--- config.mk ---
export PLATFORM = sky130hd
export DESIGN_NAME = uncache_axi_top
export DESIGN_NICKNAME = d
export VERILOG_FILES = /design/src/logic/cpu_bus_pkg.sv /design/src/logic/axi_pkg.sv /design/src/logic/uncache_axi_top.sv /design/src/logic/axi_read_arbiter.sv /design/src/logic/data_uncache.sv /design/src/logic/inst_uncache.sv
export VERILOG_INCLUDE_DIRS = /design/src /design/src/logic
export SDC_FILE = /design/constraint.sdc
export NUM_CORES = 1
export LEC_CHECK = 0
export BUFFER_PORTS_ARGS = -buffer_cell sky130_fd_sc_hd__buf_2
export CAP_MARGIN = 10
export CORE_AREA = 2 2 131 133
export CTS_CLUSTER_SIZE = 30
export DETAILED_ROUTE_END_ITERATION = 16
export DIE_AREA = 0 0 133 135
export PLACE_DENSITY_LB_ADDON = 0.25
export SYNTH_ARGS = -nofsm -noshare
export SYNTH_HDL_FRONTEND = slang
export SYNTH_HIERARCHICAL = 1
export SYNTH_SLANG_ARGS = --single-unit
--- constraint.sdc ---
create_clock -name aclk -period 3.8 [get_ports aclk]
set_input_delay 0.19 -clock aclk [delete_from_list [all_inputs] [get_ports aclk]]
set_output_delay 0.19 -clock aclk [all_outputs]
set_load 0.03 [all_outputs]
--- src/logic/axi_bridge_defines.svh ---
`ifndef AXI_BRIDGE_DEFINES_SVH
`define AXI_BRIDGE_DEFINES_SVH

// Byte address on both the CPU and the AXI side
`define AXI_ADDR_W 32

// One bus word
`define AXI_DATA_W 32

// Read ID width
// Only two ID values are in use
`define AXI_ID_W 4

// One strobe bit per data byte
`define AXI_STRB_W 4

`endif
--- src/logic/cpu_bus_pkg.sv ---
`include "axi_bridge_defines.svh"

package cpu_bus_pkg;

    // Encoded as the low bits of the AXI size field
    typedef enum logic [1:0] {
        SIZE_BYTE = 2'd0,
        SIZE_HALF = 2'd1,
        SIZE_WORD = 2'd2
    } acc_size_t;

    typedef logic [`AXI_ADDR_W-1:0] addr_t;
    typedef logic [`AXI_DATA_W-1:0] word_t;
    typedef logic [`AXI_STRB_W-1:0] strb_t;

endpackage

--- src/logic/axi_pkg.sv ---
`include "axi_bridge_defines.svh"

package axi_pkg;

    // Read transaction ID
    typedef logic [`AXI_ID_W-1:0] axi_id_t;

    // Beat size code, bytes = 2**size
    typedef logic [2:0] axi_size_t;

    // Fixed IDs that tell the two read requesters apart
    localparam axi_id_t ID_INST = axi_id_t'(0);
    localparam axi_id_t ID_DATA = axi_id_t'(1);

endpackage

--- src/logic/uncache_axi_top.sv ---
module uncache_axi_top (
    input  logic                   aclk,
    input  logic                   rst_n,
    input  logic                   inst_req,
    input  cpu_bus_pkg::addr_t     inst_addr,
    output logic                   inst_addr_ok,
    output logic                   inst_data_ok,
    output cpu_bus_pkg::word_t     inst_rdata,
    input  logic                   data_req,
    input  logic                   data_wr,
    input  cpu_bus_pkg::acc_size_t data_size,
    input  cpu_bus_pkg::addr_t     data_addr,
    input  cpu_bus_pkg::word_t     data_wdata,
    input  cpu_bus_pkg::strb_t     data_wstrb,
    output cpu_bus_pkg::word_t     data_rdata,
    output logic                   data_addr_ok,
    output logic                   data_data_ok,
    output axi_pkg::axi_id_t       arid,
    output cpu_bus_pkg::addr_t     araddr,
    output axi_pkg::axi_size_t     arsize,
    output logic                   arvalid,
    input  logic                   arready,
    input  axi_pkg::axi_id_t       rid,
    input  cpu_bus_pkg::word_t     rdata,
    input  logic                   rlast,
    input  logic                   rvalid,
    output logic                   rready,
    output cpu_bus_pkg::addr_t     awaddr,
    output axi_pkg::axi_size_t     awsize,
    output logic                   awvalid,
    input  logic                   awready,
    output cpu_bus_pkg::word_t     wdata,
    output cpu_bus_pkg::strb_t     wstrb,
    output logic                   wvalid,
    input  logic                   wready,
    input  logic                   bvalid,
    output logic                   bready
);
    import cpu_bus_pkg::*;
    import axi_pkg::*;

    logic      inst_ar_valid;
    addr_t     inst_ar_addr;
    logic      inst_ar_ready;
    logic      inst_r_valid;
    logic      inst_r_ready;
    logic      data_ar_valid;
    addr_t     data_ar_addr;
    axi_size_t data_ar_size;
    logic      data_ar_ready;
    logic      data_r_valid;
    logic      data_r_ready;
    word_t     r_data;

    inst_uncache u_inst_uncache (
        .aclk         (aclk),
        .rst_n        (rst_n),
        .inst_req     (inst_req),
        .inst_addr    (inst_addr),
        .ar_ready     (inst_ar_ready),
        .r_valid      (inst_r_valid),
        .r_data       (r_data),
        .inst_addr_ok (inst_addr_ok),
        .inst_data_ok (inst_data_ok),
        .inst_rdata   (inst_rdata),
        .ar_valid     (inst_ar_valid),
        .ar_addr      (inst_ar_addr),
        .r_ready      (inst_r_ready)
    );

    // Write channel goes straight to the external ports
    data_uncache u_data_uncache (
        .aclk         (aclk),
        .rst_n        (rst_n),
        .data_req     (data_req),
        .data_wr      (data_wr),
        .data_size    (data_size),
        .data_addr    (data_addr),
        .data_wdata   (data_wdata),
        .data_wstrb   (data_wstrb),
        .ar_ready     (data_ar_ready),
        .r_valid      (data_r_valid),
        .r_data       (r_data),
        .awready      (awready),
        .wready       (wready),
        .bvalid       (bvalid),
        .data_addr_ok (data_addr_ok),
        .data_data_ok (data_data_ok),
        .data_rdata   (data_rdata),
        .ar_valid     (data_ar_valid),
        .ar_addr      (data_ar_addr),
        .ar_size      (data_ar_size),
        .r_ready      (data_r_ready),
        .awaddr       (awaddr),
        .awsize       (awsize),
        .awvalid      (awvalid),
        .wdata        (wdata),
        .wstrb        (wstrb),
        .wvalid       (wvalid),
        .bready       (bready)
    );

    axi_read_arbiter u_axi_read_arbiter (
        .aclk          (aclk),
        .rst_n         (rst_n),
        .inst_ar_valid (inst_ar_valid),
        .inst_ar_addr  (inst_ar_addr),
        .inst_r_ready  (inst_r_ready),
        .data_ar_valid (data_ar_valid),
        .data_ar_addr  (data_ar_addr),
        .data_ar_size  (data_ar_size),
        .data_r_ready  (data_r_ready),
        .arready       (arready),
        .rid           (rid),
        .rdata         (rdata),
        .rlast         (rlast),
        .rvalid        (rvalid),
        .inst_ar_ready (inst_ar_ready),
        .inst_r_valid  (inst_r_valid),
        .data_ar_ready (data_ar_ready),
        .data_r_valid  (data_r_valid),
        .r_data        (r_data),
        .arid          (arid),
        .araddr        (araddr),
        .arsize        (arsize),
        .arvalid       (arvalid),
        .rready        (rready)
    );

endmodule

--- src/logic/axi_read_arbiter.sv ---
module axi_read_arbiter (
    input  logic               aclk,
    input  logic               rst_n,
    input  logic               inst_ar_valid,
    input  cpu_bus_pkg::addr_t inst_ar_addr,
    input  logic               inst_r_ready,
    input  logic               data_ar_valid,
    input  cpu_bus_pkg::addr_t data_ar_addr,
    input  axi_pkg::axi_size_t data_ar_size,
    input  logic               data_r_ready,
    input  logic               arready,
    input  axi_pkg::axi_id_t   rid,
    input  cpu_bus_pkg::word_t rdata,
    input  logic               rlast,
    input  logic               rvalid,
    output logic               inst_ar_ready,
    output logic               inst_r_valid,
    output logic               data_ar_ready,
    output logic               data_r_valid,
    output cpu_bus_pkg::word_t r_data,
    output axi_pkg::axi_id_t   arid,
    output cpu_bus_pkg::addr_t araddr,
    output axi_pkg::axi_size_t arsize,
    output logic               arvalid,
    output logic               rready
);
    import cpu_bus_pkg::*;
    import axi_pkg::*;

    logic busy;
    logic owner_data;
    logic ar_sent;

    // Owner holds its valid until ready, so the grant alone drives arvalid
    assign arvalid = busy && !ar_sent;
    assign araddr  = owner_data ? data_ar_addr : inst_ar_addr;
    assign arsize  = owner_data ? data_ar_size : axi_size_t'({1'b0, SIZE_WORD});
    assign arid    = owner_data ? ID_DATA : ID_INST;

    assign inst_ar_ready = arvalid && !owner_data && arready;
    assign data_ar_ready = arvalid && owner_data && arready;

    // Return path steered by rid
    assign inst_r_valid = rvalid && (rid == ID_INST);
    assign data_r_valid = rvalid && (rid == ID_DATA);
    assign rready       = (rid == ID_DATA) ? data_r_ready : inst_r_ready;
    assign r_data       = rdata;

    always_ff @(posedge aclk or negedge rst_n) begin
        if (!rst_n) begin
            busy       <= 1'b0;
            owner_data <= 1'b0;
            ar_sent    <= 1'b0;
        end else if (!busy) begin
            if (data_ar_valid || inst_ar_valid) begin
                busy       <= 1'b1;
                owner_data <= data_ar_valid;
                ar_sent    <= 1'b0;
            end
        end else begin
            if (arvalid && arready) ar_sent <= 1'b1;
            // Free the channel on the last beat
            if (rvalid && rready && rlast) busy <= 1'b0;
        end
    end

endmodule

--- src/logic/data_uncache.sv ---
module data_uncache (
    input  logic                  aclk,
    input  logic                  rst_n,
    input  logic                  data_req,
    input  logic                  data_wr,
    input  cpu_bus_pkg::acc_size_t data_size,
    input  cpu_bus_pkg::addr_t    data_addr,
    input  cpu_bus_pkg::word_t    data_wdata,
    input  cpu_bus_pkg::strb_t    data_wstrb,
    input  logic                  ar_ready,
    input  logic                  r_valid,
    input  cpu_bus_pkg::word_t    r_data,
    input  logic                  awready,
    input  logic                  wready,
    input  logic                  bvalid,
    output logic                  data_addr_ok,
    output logic                  data_data_ok,
    output cpu_bus_pkg::word_t    data_rdata,
    output logic                  ar_valid,
    output cpu_bus_pkg::addr_t    ar_addr,
    output axi_pkg::axi_size_t    ar_size,
    output logic                  r_ready,
    output cpu_bus_pkg::addr_t    awaddr,
    output axi_pkg::axi_size_t    awsize,
    output logic                  awvalid,
    output cpu_bus_pkg::word_t    wdata,
    output cpu_bus_pkg::strb_t    wstrb,
    output logic                  wvalid,
    output logic                  bready
);
    import cpu_bus_pkg::*;
    import axi_pkg::*;

    typedef enum logic [2:0] {
        ST_IDLE,
        ST_RD_ADDR,
        ST_RD_WAIT,
        ST_WR_REQ,
        ST_WR_RESP
    } state_t;

    state_t    state;
    logic      aw_done;
    logic      w_done;
    logic      aw_fin;
    logic      w_fin;
    acc_size_t size_q;
    addr_t     addr_q;
    word_t     wdata_q;
    strb_t     wstrb_q;

    assign data_addr_ok = (state == ST_IDLE) && data_req;

    assign ar_valid = (state == ST_RD_ADDR);
    assign ar_addr  = addr_q;
    assign ar_size  = axi_size_t'({1'b0, size_q});
    assign r_ready  = (state == ST_RD_WAIT);

    // AW and W complete independently of each other
    assign awvalid = (state == ST_WR_REQ) && !aw_done;
    assign wvalid  = (state == ST_WR_REQ) && !w_done;
    assign aw_fin  = aw_done || (awvalid && awready);
    assign w_fin   = w_done || (wvalid && wready);
    assign awaddr  = addr_q;
    assign awsize  = axi_size_t'({1'b0, size_q});
    assign wdata   = wdata_q;
    assign wstrb   = wstrb_q;
    assign bready  = (state == ST_WR_RESP);

    always_ff @(posedge aclk or negedge rst_n) begin
        if (!rst_n) begin
            state        <= ST_IDLE;
            aw_done      <= 1'b0;
            w_done       <= 1'b0;
            data_data_ok <= 1'b0;
        end else begin
            data_data_ok <= 1'b0;
            case (state)
                ST_IDLE: begin
                    aw_done <= 1'b0;
                    w_done  <= 1'b0;
                    if (data_addr_ok) state <= data_wr ? ST_WR_REQ : ST_RD_ADDR;
                end
                ST_RD_ADDR: if (ar_ready) state <= ST_RD_WAIT;
                ST_RD_WAIT: begin
                    if (r_valid) begin
                        state        <= ST_IDLE;
                        data_data_ok <= 1'b1;
                    end
                end
                ST_WR_REQ: begin
                    aw_done <= aw_fin;
                    w_done  <= w_fin;
                    if (aw_fin && w_fin) state <= ST_WR_RESP;
                end
                ST_WR_RESP: begin
                    if (bvalid) begin
                        state        <= ST_IDLE;
                        data_data_ok <= 1'b1;
                    end
                end
                default: state <= ST_IDLE;
            endcase
        end
    end

    // Whole request captured at acceptance
    always_ff @(posedge aclk) begin
        if (data_addr_ok) begin
            size_q  <= data_size;
            addr_q  <= data_addr;
            wdata_q <= data_wdata;
            wstrb_q <= data_wstrb;
        end
        if (r_ready && r_valid) data_rdata <= r_data;
    end

endmodule

--- src/logic/inst_uncache.sv ---
module inst_uncache (
    input  logic               aclk,
    input  logic               rst_n,
    input  logic               inst_req,
    input  cpu_bus_pkg::addr_t inst_addr,
    input  logic               ar_ready,
    input  logic               r_valid,
    input  cpu_bus_pkg::word_t r_data,
    output logic               inst_addr_ok,
    output logic               inst_data_ok,
    output cpu_bus_pkg::word_t inst_rdata,
    output logic               ar_valid,
    output cpu_bus_pkg::addr_t ar_addr,
    output logic               r_ready
);
    import cpu_bus_pkg::*;

    typedef enum logic [1:0] {
        ST_IDLE,
        ST_ADDR,
        ST_WAIT
    } state_t;

    state_t state;
    addr_t  addr_q;

    // Acceptance only while nothing is in flight
    assign inst_addr_ok = (state == ST_IDLE) && inst_req;
    assign ar_valid     = (state == ST_ADDR);
    assign ar_addr      = addr_q;
    assign r_ready      = (state == ST_WAIT);

    always_ff @(posedge aclk or negedge rst_n) begin
        if (!rst_n) begin
            state        <= ST_IDLE;
            inst_data_ok <= 1'b0;
        end else begin
            inst_data_ok <= 1'b0;
            case (state)
                ST_IDLE: if (inst_addr_ok) state <= ST_ADDR;
                ST_ADDR: if (ar_ready) state <= ST_WAIT;
                ST_WAIT: begin
                    if (r_valid) begin
                        state        <= ST_IDLE;
                        inst_data_ok <= 1'b1;
                    end
                end
                default: state <= ST_IDLE;
            endcase
        end
    end

    always_ff @(posedge aclk) begin
        if (inst_addr_ok) addr_q <= inst_addr;
        if (r_ready && r_valid) inst_rdata <= r_data;
    end

endmodule

* After elaboration in Yosys (flattened, before gate mapping)
Cells that the tools add are included.
Operators by class: equal/unequal tests 16, muxes and demuxes 28, bitwise gates (word level) 1, reduce and logical (&&, ||, !) cells 35
Operators by type and width (count):
- 32-bit two-way mux | 1
- 1-bit logical AND | 19
- 2-bit inequality test (second input constant) | 9
- 3-bit two-way mux | 5
- 3-bit case mux with 5 select lines | 1
- 1-bit two-way mux | 12
- 2-bit two-way mux | 5
- 3-bit by 2-bit equality test with 1-bit output (second input constant) | 2
- 1-bit case mux with 2 select lines | 3
- 2-bit case mux with 3 select lines | 1
- 5-bit AND reduction | 1
- 4-bit by 1-bit equality test with 1-bit output (second input constant) | 1
- 1-bit zero test | 4
- 4-bit zero test | 1
- 2-bit AND reduction | 2
- 2-bit nonzero test | 2
- 3-bit by 1-bit equality test with 1-bit output (second input constant) | 1
- 3-bit equality test (second input constant) | 1
- 3-bit zero test | 1
- 1-bit logical OR | 3
- 3-bit AND reduction | 1
- 2-bit by 1-bit equality test with 1-bit output (second input constant) | 1
- 2-bit equality test (second input constant) | 1
- 2-bit zero test | 1
- 1-bit inverter | 1
Storage, ports and cells: flip-flop bits (word level) 178, bits of input ports 149, output and inout port bits 183, logic and storage cells 96

* Logic depth before layout (Yosys ltp)
Gate-level depths: netlist (run 1).
depth in word-level cells 7, gate-level depth with buffers 5, gate-level depth less buffers 5

* Modules after synthesis
Netlist (run 1), hierarchy kept.
By module, submodules not included:
- data_uncache | instances 1, cells an instance 173, area each 3664.8 um2, seq. area each 3213.1 um2
- inst_uncache | instances 1, cells an instance 75, area each 2048.2 um2, seq. area each 1996.9 um2
- axi_read_arbiter | instances 1, cells an instance 98, area each 884.6 um2, seq. area each 75.1 um2

* Worst setup path before layout (run 1)
OpenSTA, ideal clock, no wires.
kind flip-flop to flip-flop, from reg u_inst_uncache.state[0], to reg u_inst_uncache.addr_q[0] (netlist: u_inst_uncache/ar_addr[0]), enable pin, setup time 498 ps, data arrival time 3443 ps, required time 3302 ps, slack -141 ps, cell stages (with the launch flop) 2, path buffers 0, clock period less this slack 3941 ps, cells stage by stage dfrtp_1 > nor3b_1
Between the ends: word-level cells in the longest chain between the ends 2
Ends and longest elaborated chain:
- from (decl) | line inst_uncache.sv:24 | state_t state;
- from (signal assigned) | line inst_uncache.sv:35 | state <= ST_IDLE;
- from (signal assigned) | line inst_uncache.sv:40 | ST_IDLE: if (inst_addr_ok) state <= ST_ADDR;
- from (signal assigned) | line inst_uncache.sv:41 | ST_ADDR: if (ar_ready) state <= ST_WAIT;
- 2-bit zero test | line inst_uncache.sv:28 | assign inst_addr_ok = (state == ST_IDLE) && inst_req;
- 1-bit logical AND | line inst_uncache.sv:28
- via inst_addr_ok | line uncache_axi_top.sv:6 | output logic inst_addr_ok,
- to (signal assigned) | line inst_uncache.sv:54 | if (inst_addr_ok) addr_q <= inst_addr;
- to (decl) | line inst_uncache.sv:25 | addr_t addr_q;
The timed path passes the listed nets, and every way through them passes these cells. A chain may end at the register's enable or synchronous reset.

* Final worst setup path (run 1)
from reg u_data_uncache.state[0], to out data_addr_ok
Between the ends: word-level cells in the longest chain between the ends 2
Ends and longest elaborated chain:
- from (decl) | line data_uncache.sv:42 | state_t state;
- from (signal assigned) | line data_uncache.sv:82 | if (data_addr_ok) state <= data_wr ? ST_WR_REQ : ST_RD_ADDR;
- 3-bit zero test | line data_uncache.sv:52 | assign data_addr_ok = (state == ST_IDLE) && data_req;
- 1-bit logical AND | line data_uncache.sv:52
- to (decl) | line uncache_axi_top.sv:16 | output logic data_addr_ok,
No other way between the ends.

==> results of run 1 <==
==> kinds of logic after synthesis <==
kind of cell	share of synthesized area (%)
and+or+nand+nor	3.300
other	0.1138
muxes	6.031
DFF	80.11
buffers and inverters	8.856
AOI/OAI and AO/OA	1.593
==> registers in the layout, summed over array words and instances, names as in the netlist <==
name	count
u_data_uncache/data_data_ok	1
u_axi_read_arbiter/owner_data	1
u_data_uncache/data_rdata	32
u_data_uncache/wdata	32
u_data_uncache/ar_addr	32
u_axi_read_arbiter/ar_sent	1
u_data_uncache/w_done	1
u_data_uncache/aw_done	1
u_inst_uncache/ar_addr	32
u_inst_uncache/inst_rdata	32
u_inst_uncache/inst_data_ok	1
u_data_uncache/wstrb	4
u_data_uncache/size_q	2
u_data_uncache/state	3
u_inst_uncache/state	2
u_axi_read_arbiter/busy	1
==> path summary, 6_finish.rpt <==
| path | from | slack [ps] | end | depth (start not counted) |
|---|---|---|---|---|
| setup / recovery | u_data_uncache/state[0] | 1260 | data_addr_ok | 3 |
| hold / removal | inst_req | 40 | u_inst_uncache/state[0] | 3 |
| setup reg to reg | u_data_uncache/state[0] | 1840 | u_data_uncache/wdata[13] | 2 |
| hold reg to reg | u_inst_uncache/state[1] | 510 | u_inst_uncache/state[0] | 1 |
| max in group asynchronous | rst_n | 3350 | u_axi_read_arbiter/owner_data | 2 |
| min in group asynchronous | rst_n | 190 | u_inst_uncache/state[0] | 2 |
==> stage by stage <==
step,worst slack (ps),instance area (µm²)
detailed placement,1695,7990
global route,1118,9986
CTS,1234,9983
floorplan,893.3,6614
finish,1257,9986
global placement,1797,7990
==> worst max-delay path: stages, from the launching register on <==
cell                      delay (ps)
sky130_fd_sc_hd__dfrtp_1         460
sky130_fd_sc_hd__nor2_1          190
sky130_fd_sc_hd__and3_4          800
sky130_fd_sc_hd__buf_2           350
==> cell type report <==
| cell class | instances | area, µm² | area share [%] |
|---|---|---|---|
| Antenna cell | 1 | 2.502 | 0.02506 |
| Clock buffer | 17 | 425.4 | 4.260 |
| Clock inverter | 15 | 186.4 | 1.867 |
| Inverter | 5 | 18.77 | 0.1879 |
| Multi-Input combinational cell | 90 | 755.7 | 7.568 |
| Sequential cell | 178 | 5286 | 52.94 |
| Tap cell | 220 | 275.3 | 2.757 |
| Timing Repair Buffer | 467 | 3035 | 30.40 |
==> power groups by stage <==
stage          Combinational, W  Sequential [W]  Clock, W
2_1_floorplan          0.000609         0.00265         0
3_3_place_gp           0.000942         0.00252         0
3_5_place_dp           0.000954         0.00253         0
4_1_cts                 0.00107         0.00249   0.00182
5_1_grt                 0.00113         0.00251   0.00190
6_report                0.00107         0.00249   0.00179
==> synthesized netlist by cell type (2+ instances only) <==
library cell / instances
sky130_fd_sc_hd__nor2b_1: 2
sky130_fd_sc_hd__nand2b_1: 2
sky130_fd_sc_hd__a21oi_1: 2
sky130_fd_sc_hd__edfxtp_1: 166
sky130_fd_sc_hd__and2b_1: 2
sky130_fd_sc_hd__nor3_1: 4
sky130_fd_sc_hd__nor3b_1: 3
sky130_fd_sc_hd__conb_1: 2
sky130_fd_sc_hd__buf_2: 2
sky130_fd_sc_hd__and2_1: 5
sky130_fd_sc_hd__mux2_2: 32
sky130_fd_sc_hd__buf_4: 74
sky130_fd_sc_hd__dfrtp_1: 12
sky130_fd_sc_hd__o21ai_0: 8
sky130_fd_sc_hd__nor2_1: 6
sky130_fd_sc_hd__inv_1: 5
sky130_fd_sc_hd__and3_1: 3
sky130_fd_sc_hd__nand2_1: 5
==> metal layers <==
layer | GRT usage, % | wire length (µm) | share of wire (%)
met2 | 33.30 | 8789 | 51
met5 | 0 | 8 | 0.046
met3 | 8.371 | 1773 | 10
met4 | 7.945 | 409 | 2.4
met1 | 20.91 | 6374 | 37
==> repair_timing <==
item	CTS	global route
setup buffers	0	0
hold buffers	138	0
endpoints found under the hold margin	181	0
==> results.md, run 1 <==
- The flow ran to the end, and the final reports show no timing, DRC or antenna violations.
- 332 I/O pins were placed.
- The effective utilization at floorplan is 40.21%.
- Net switching is 30.75% of the power.
- The top cell types in the final layout, fill and taps aside, are sky130_fd_sc_hd__buf_2 (326), sky130_fd_sc_hd__edfxtp_1 (166), sky130_fd_sc_hd__dlygate4sd3_1 (138).
- The number of storage elements in the synthesis netlist is 178.
- The clock network fraction of total power is 33.5%.
- The switching component of the power is 0.001644 W.
- The minimum period implied by the final worst setup slack is 2543 ps.
- The largest total area in the synthesized netlist belongs to sky130_fd_sc_hd__edfxtp_1.
- After floorplanning, the core was divided into 47 placement rows.
- By area the synthesized netlist is led by sky130_fd_sc_hd__edfxtp_1 (76%), sky130_fd_sc_hd__buf_4 (8.4%), sky130_fd_sc_hd__mux2_2 (5.5%), sky130_fd_sc_hd__dfrtp_1 (4.6%), sky130_fd_sc_hd__o21ai_0 (0.61%).
- For this run the aggregate overflow at the end of global routing stands at 0.
- The number of global-route vias before repair was 4,851.
- Setup violations remaining at the end of the flow were counted as 0.
- The data arrival time of the critical path is 2350 ps.
- The share of synthesized area occupied by flip-flops and latches is 80.11%.
- The placer congestion estimate is 0.8289.
- During placement, the flow inserted port buffers numbering 326.
- The remaining number of nets flagged by the antenna check after routing is 0.
- The detailed router's first-iteration violation count is 204.
- The part of the total power dissipated in sequential elements is 46.6%.
- STA puts the critical path data required time at 3610 ps.
- In this run the worst hold path is classified as primary input to flop.
- The clock root buffer is sky130_fd_sc_hd__clkbuf_16.
- The fraction of registers with async set or reset after synthesis is 6.742%.
- The max-capacitance violation count is 0.
- Dividing the detail-routed wire length by the instance count gives 17.48 µm.
- The overall power of the completed layout is 0.005345 W.
- The maximum clock path buffer count is 2.
- The full die area is 17,960 µm².
- Once layout is complete, the utilization of the core stands at 60.86%.
- Setup repair after global routing left no endpoint under its margin.
- The initial antenna violation count came to 2.
- The number of optimization iterations in the first detailed-route pass is 4.
- The clock tree from TritonCTS is yes.
- The total global routing track utilization is 19.30%.
- The cell internal power dissipation is 0.003701 W.
- After clock tree synthesis, the clock-pin slew on the worst setup and hold paths is 70 ps.
- The worst setup path is launched from a flop.
- STA classifies the critical path endpoint as an output port.
- Derived from the worst setup path, the maximum achievable clock frequency is 393.2 MHz.
- The finished layout holds 993 standard cells, fillers aside.
- Dividing total power by cell area gives a power density of 535.2 nW/µm².
- Combinational cells account for 19.9% of the total power.
- The total DRC errors in the routed layout is 0.
- The layout has 1,220 filler cells.
- The clock latency on the worst-skew pair is 430 ps.
- The die width is 133 µm.
- The net count reported at finish is 908.
- Leaving out fill and tap cells, the most frequent cell in the layout is sky130_fd_sc_hd__buf_2.
- After detailed routing, the number of vias per cell comes to 4.492.
- Compared with the post-synthesis result, the final layout area differs by 51.36%.
- The count of mapped cells out of synthesis is 346.
- The normalized max-slew margin is 32.15%.
- The total area inside the core boundary comes to 16,410 µm².
- The count of cell types in the netlist is 29.
- The slew at the pin closest to its max-slew limit is 1018 ps.
- The global-route wire length before repair is 26.12 mm.
- The overall die height is 135 µm.
- The top cell type's share of synthesized area is 75.55%.
- The count of H-tree levels built during CTS is 4.
- The number of endpoints with negative hold slack in the final report was 0.
- On the final layout, the worst hold slack is 39.56 ps.
- The routed layout has 4,461 vias.
- The final setup skew is 8.379 ps.
- The leakage power total is 4.115 nW.
- TritonCTS created 17 clock buffers.
- The Yosys step of the flow raised 6 warnings.
- The final routed wirelength across all metal layers is 17.36 mm.
- Among all flip-flop cells after synthesis, the most frequent one is sky130_fd_sc_hd__edfxtp_1.
- The path type of the worst setup path is flop to output port.
- Counting flops with a built-in enable in the synthesized netlist gives 166.
- Post-CTS repair changed the size of 0 cells.
- The synthesized netlist occupies a cell area of 6598 µm².
- The fraction of the cycle the final worst path needs is 66.92%.
- The setup total negative slack is 0 ps.
- In this run the worst path has a maximum fanout of 72.
- Entering global routing, the biggest net connects 73 pins.
- Once detailed placement completed, the half-perimeter wirelength came to 11.35 mm.
- The total instance count after detailed placement is 822.
- The tree built by TritonCTS fans out to 178 sinks.
- The post-synthesis average cell area is 19.07 µm².
- The fraction of layout instances using a drive strength above 1 is 52.20%.
- The highest ir drop seen on vdd is 0.2953 mV.
- The max-slew violation count came to 0.
No activity file was read; power rests on OpenSTA's default activity.
==> inputs of run 2 (changes only) <==
--- a/config.mk
+++ b/config.mk
@@ -8,10 +8,9 @@
 export LEC_CHECK = 0
 export BUFFER_PORTS_ARGS = -buffer_cell sky130_fd_sc_hd__buf_2
 export CAP_MARGIN = 10
-export CORE_AREA = 2 2 131 133
+export CORE_UTILIZATION = 41
 export CTS_CLUSTER_SIZE = 30
 export DETAILED_ROUTE_END_ITERATION = 16
-export DIE_AREA = 0 0 133 135
 export PLACE_DENSITY_LB_ADDON = 0.25
 export SYNTH_ARGS = -nofsm -noshare
 export SYNTH_HDL_FRONTEND = slang
==> constraint.sdc (replaced) <==
create_clock -name aclk -period 2.05 [get_ports aclk]
set_input_delay 0.1025 -clock aclk [delete_from_list [all_inputs] [get_ports aclk]]
set_output_delay 0.1025 -clock aclk [all_outputs]
set_load 0.03 [all_outputs]
==> results.md, run 2 (synthesized netlist as in run 1, its figures left out) <==
- The worst setup path is captured at a flop.
- The number of global-route vias before repair is 4,715.
- The clock passes through at most 2 buffers.
- The number of endpoints failing setup at the final stage is 0.
- The placed instances occupy a cell area of 8051 µm².
- The first global-routing pass estimated 24.18 mm of wire.
- The data arrival time of the critical path is 2230 ps.
- The required arrival time at the worst endpoint is 2350 ps.
- Setup repair after global routing left no endpoint under its margin.
- The minimum period implied by the final worst setup slack is 1932 ps.
- The total global routing track utilization is 19.97%.
- The number of vias per cell after detailed routing is 4.442.
- After global routing the overflow that remains totals 0.
- The clock root buffer is sky130_fd_sc_hd__clkbuf_16.
- The HPWL reported at the end of detailed placement is 11.15 mm.
- Leaving out fill and tap cells, the most frequent cell in the layout is sky130_fd_sc_hd__buf_2.
- The top cell types in the final layout, fill and taps aside, are sky130_fd_sc_hd__buf_2 (326), sky130_fd_sc_hd__edfxtp_1 (166), sky130_fd_sc_hd__dlygate4sd3_1 (141).
- Detailed routing inserted a total of 4,415 vias.
- The clock transition time at the flip-flop clock pins of the worst setup and hold paths is 60 ps.
- The number of top-level pins is 332.
- Between clock sinks in the finished design, the worst skew comes to 12.70 ps.
- Based on the critical path, the design can be clocked at up to 517.6 MHz.
- The remaining number of nets flagged by the antenna check after routing is 0.
- The detailed router's first-iteration violation count is 185.
- After routing the design area is 10,040 µm².
- The critical path is of the flop to flop type.
- Input and output buffers added on the ports amount to 326.
- In this run, CTS created clock tree buffers numbering 17.
- The full die area is 16,600 µm².
- The clock sink count is 178.
- 0 antenna diodes ended up in the layout.
- Entering global routing, the biggest net connects 48 pins.
- The overall die height is 128.9 µm.
- For the worst-skew pair, the clock arrives at the later sink with an insertion delay of 420 ps.
- The clock tree from TritonCTS is yes.
- The die is 128.9 µm wide.
- After detailed routing, the number of remaining DRC violations is 0.
- The max-slew violation count came to 0.
- The total area inside the core boundary comes to 15,770 µm².
- The leakage power total is 4.153 nW.
- The routed design has 16.83 mm of wire.
- The number of endpoints with negative hold slack in the final report is 0.
- The effective utilization at floorplan is 41.84%.
- The net count reported at finish is 915.
- The tool flagged a number of max-cap violations equal to 0.
- The fraction of the cycle the final worst path needs is 94.24%.
- The run finished with clean final reports.
- The placer congestion estimate is 0.7630.
- The initial antenna violation count is 0.
- The average detailed-routed wire length per instance is 16.93 µm.
- The area growth from synthesis to layout is 52.25%.
- The highest net fanout along the worst path is 7.
- The fraction of layout instances using a drive strength above 1 is 51.93%.
- Across the VDD grid, the largest voltage drop is 0.4864 mV.
- The power per unit of standard cell area is 977.3 nW/µm².
- Overall power consumption after layout is estimated at 0.009817 W.
- The worst hold-check path type is primary input to flop.
- The number of optimization iterations in the first detailed-route pass is 4.
- The setup total negative slack is 0 ps.
- The worst setup path is launched from a flop.
- The count of H-tree levels built during CTS is 4.
- After floorplanning, the core was divided into 46 placement rows.
==> run 2: changes by cell type in the layout (fill, tap and decap cells not counted), sizes merged <==
cell / previous run / this run
clkbuf: 17 / 18
buf: 329 / 333
clkinv: 2 / 5
clkinvlp: 3 / 0
diode: 1 / 0
dlygate4sd3: 138 / 141
bufinv: 1 / 2
inv: 14 / 11
==> run 2: critical path, stage by stage (launching register included) <==
cell and delay, ps:
sky130_fd_sc_hd__dfrtp_1 490, sky130_fd_sc_hd__and2b_1 270, sky130_fd_sc_hd__and2_1 200, sky130_fd_sc_hd__nor3_1 230, sky130_fd_sc_hd__a41oi_2 60, sky130_fd_sc_hd__dlygate4sd3_1 570
==> run 2: layer usage <==
layer,GRT usage [%],share of wire [%]
met1,19.91,35
met3,8.607,9.2
met5,0,0
met2,36.34,54
met4,8.097,1.6
==> run 2: worst paths after layout <==
check | endpoint | startpoint | slack (ps) | cells after the start
worst max-delay path | u_axi_read_arbiter/busy | u_data_uncache/state[2] | 120 | 5
worst min-delay path | u_inst_uncache/state[1] | rid[0] | 40 | 4
worst max register to register | u_axi_read_arbiter/busy | u_data_uncache/state[2] | 120 | 5
worst min register to register | u_inst_uncache/state[0] | u_inst_uncache/state[1] | 530 | 1
max in group asynchronous | u_data_uncache/state[1] | rst_n | 1730 | 2
min in group asynchronous | u_data_uncache/w_done | rst_n | 100 | 2
==> run 2: final cells by class <==
class                           instances  area (µm²)
Clock inverter                         13       148.9
Clock buffer                           18       429.2
Timing Repair Buffer                  474        3137
Inverter                                5       18.77
Sequential cell                       178        5285
Fill cell                            1189        5725
Multi-Input combinational cell         90       755.7
Tap cell                              216       270.3
==> run 2: metrics by stage <==
step / instances / util [%] / worst slack, ps / hold WS, ps
after floorplan: 349 / - / 31.16 / -193.1
after global placement: 822 / 51.06 / 554.4 / -5.898
after detailed placement: 822 / 51.06 / 495.2 / 6.411
after CTS: 994 / 63.67 / 13.07 / 12.97
after global routing: 994 / 63.69 / 29.87 / 44.81
final: 994 / 63.69 / 118.1 / 35.12
==> run 2: timing repair <==
item | 4_1_cts | 5_1_grt
hold endpoints to repair | 184 | 0
hold buffers | 141 | 0
gates resized for setup | 0 | 1
endpoints found under the setup margin | 0 | 1
buffers inserted | 0 | 0
==> run 2: power breakdown <==
part	total, W	internal [W]	switching (W)
logic	0.00208	0.000740	0.00134
clock network	0.00318	0.00181	0.00137
registers	0.00455	0.00440	0.000157
total	0.00982	0.00695	0.00287
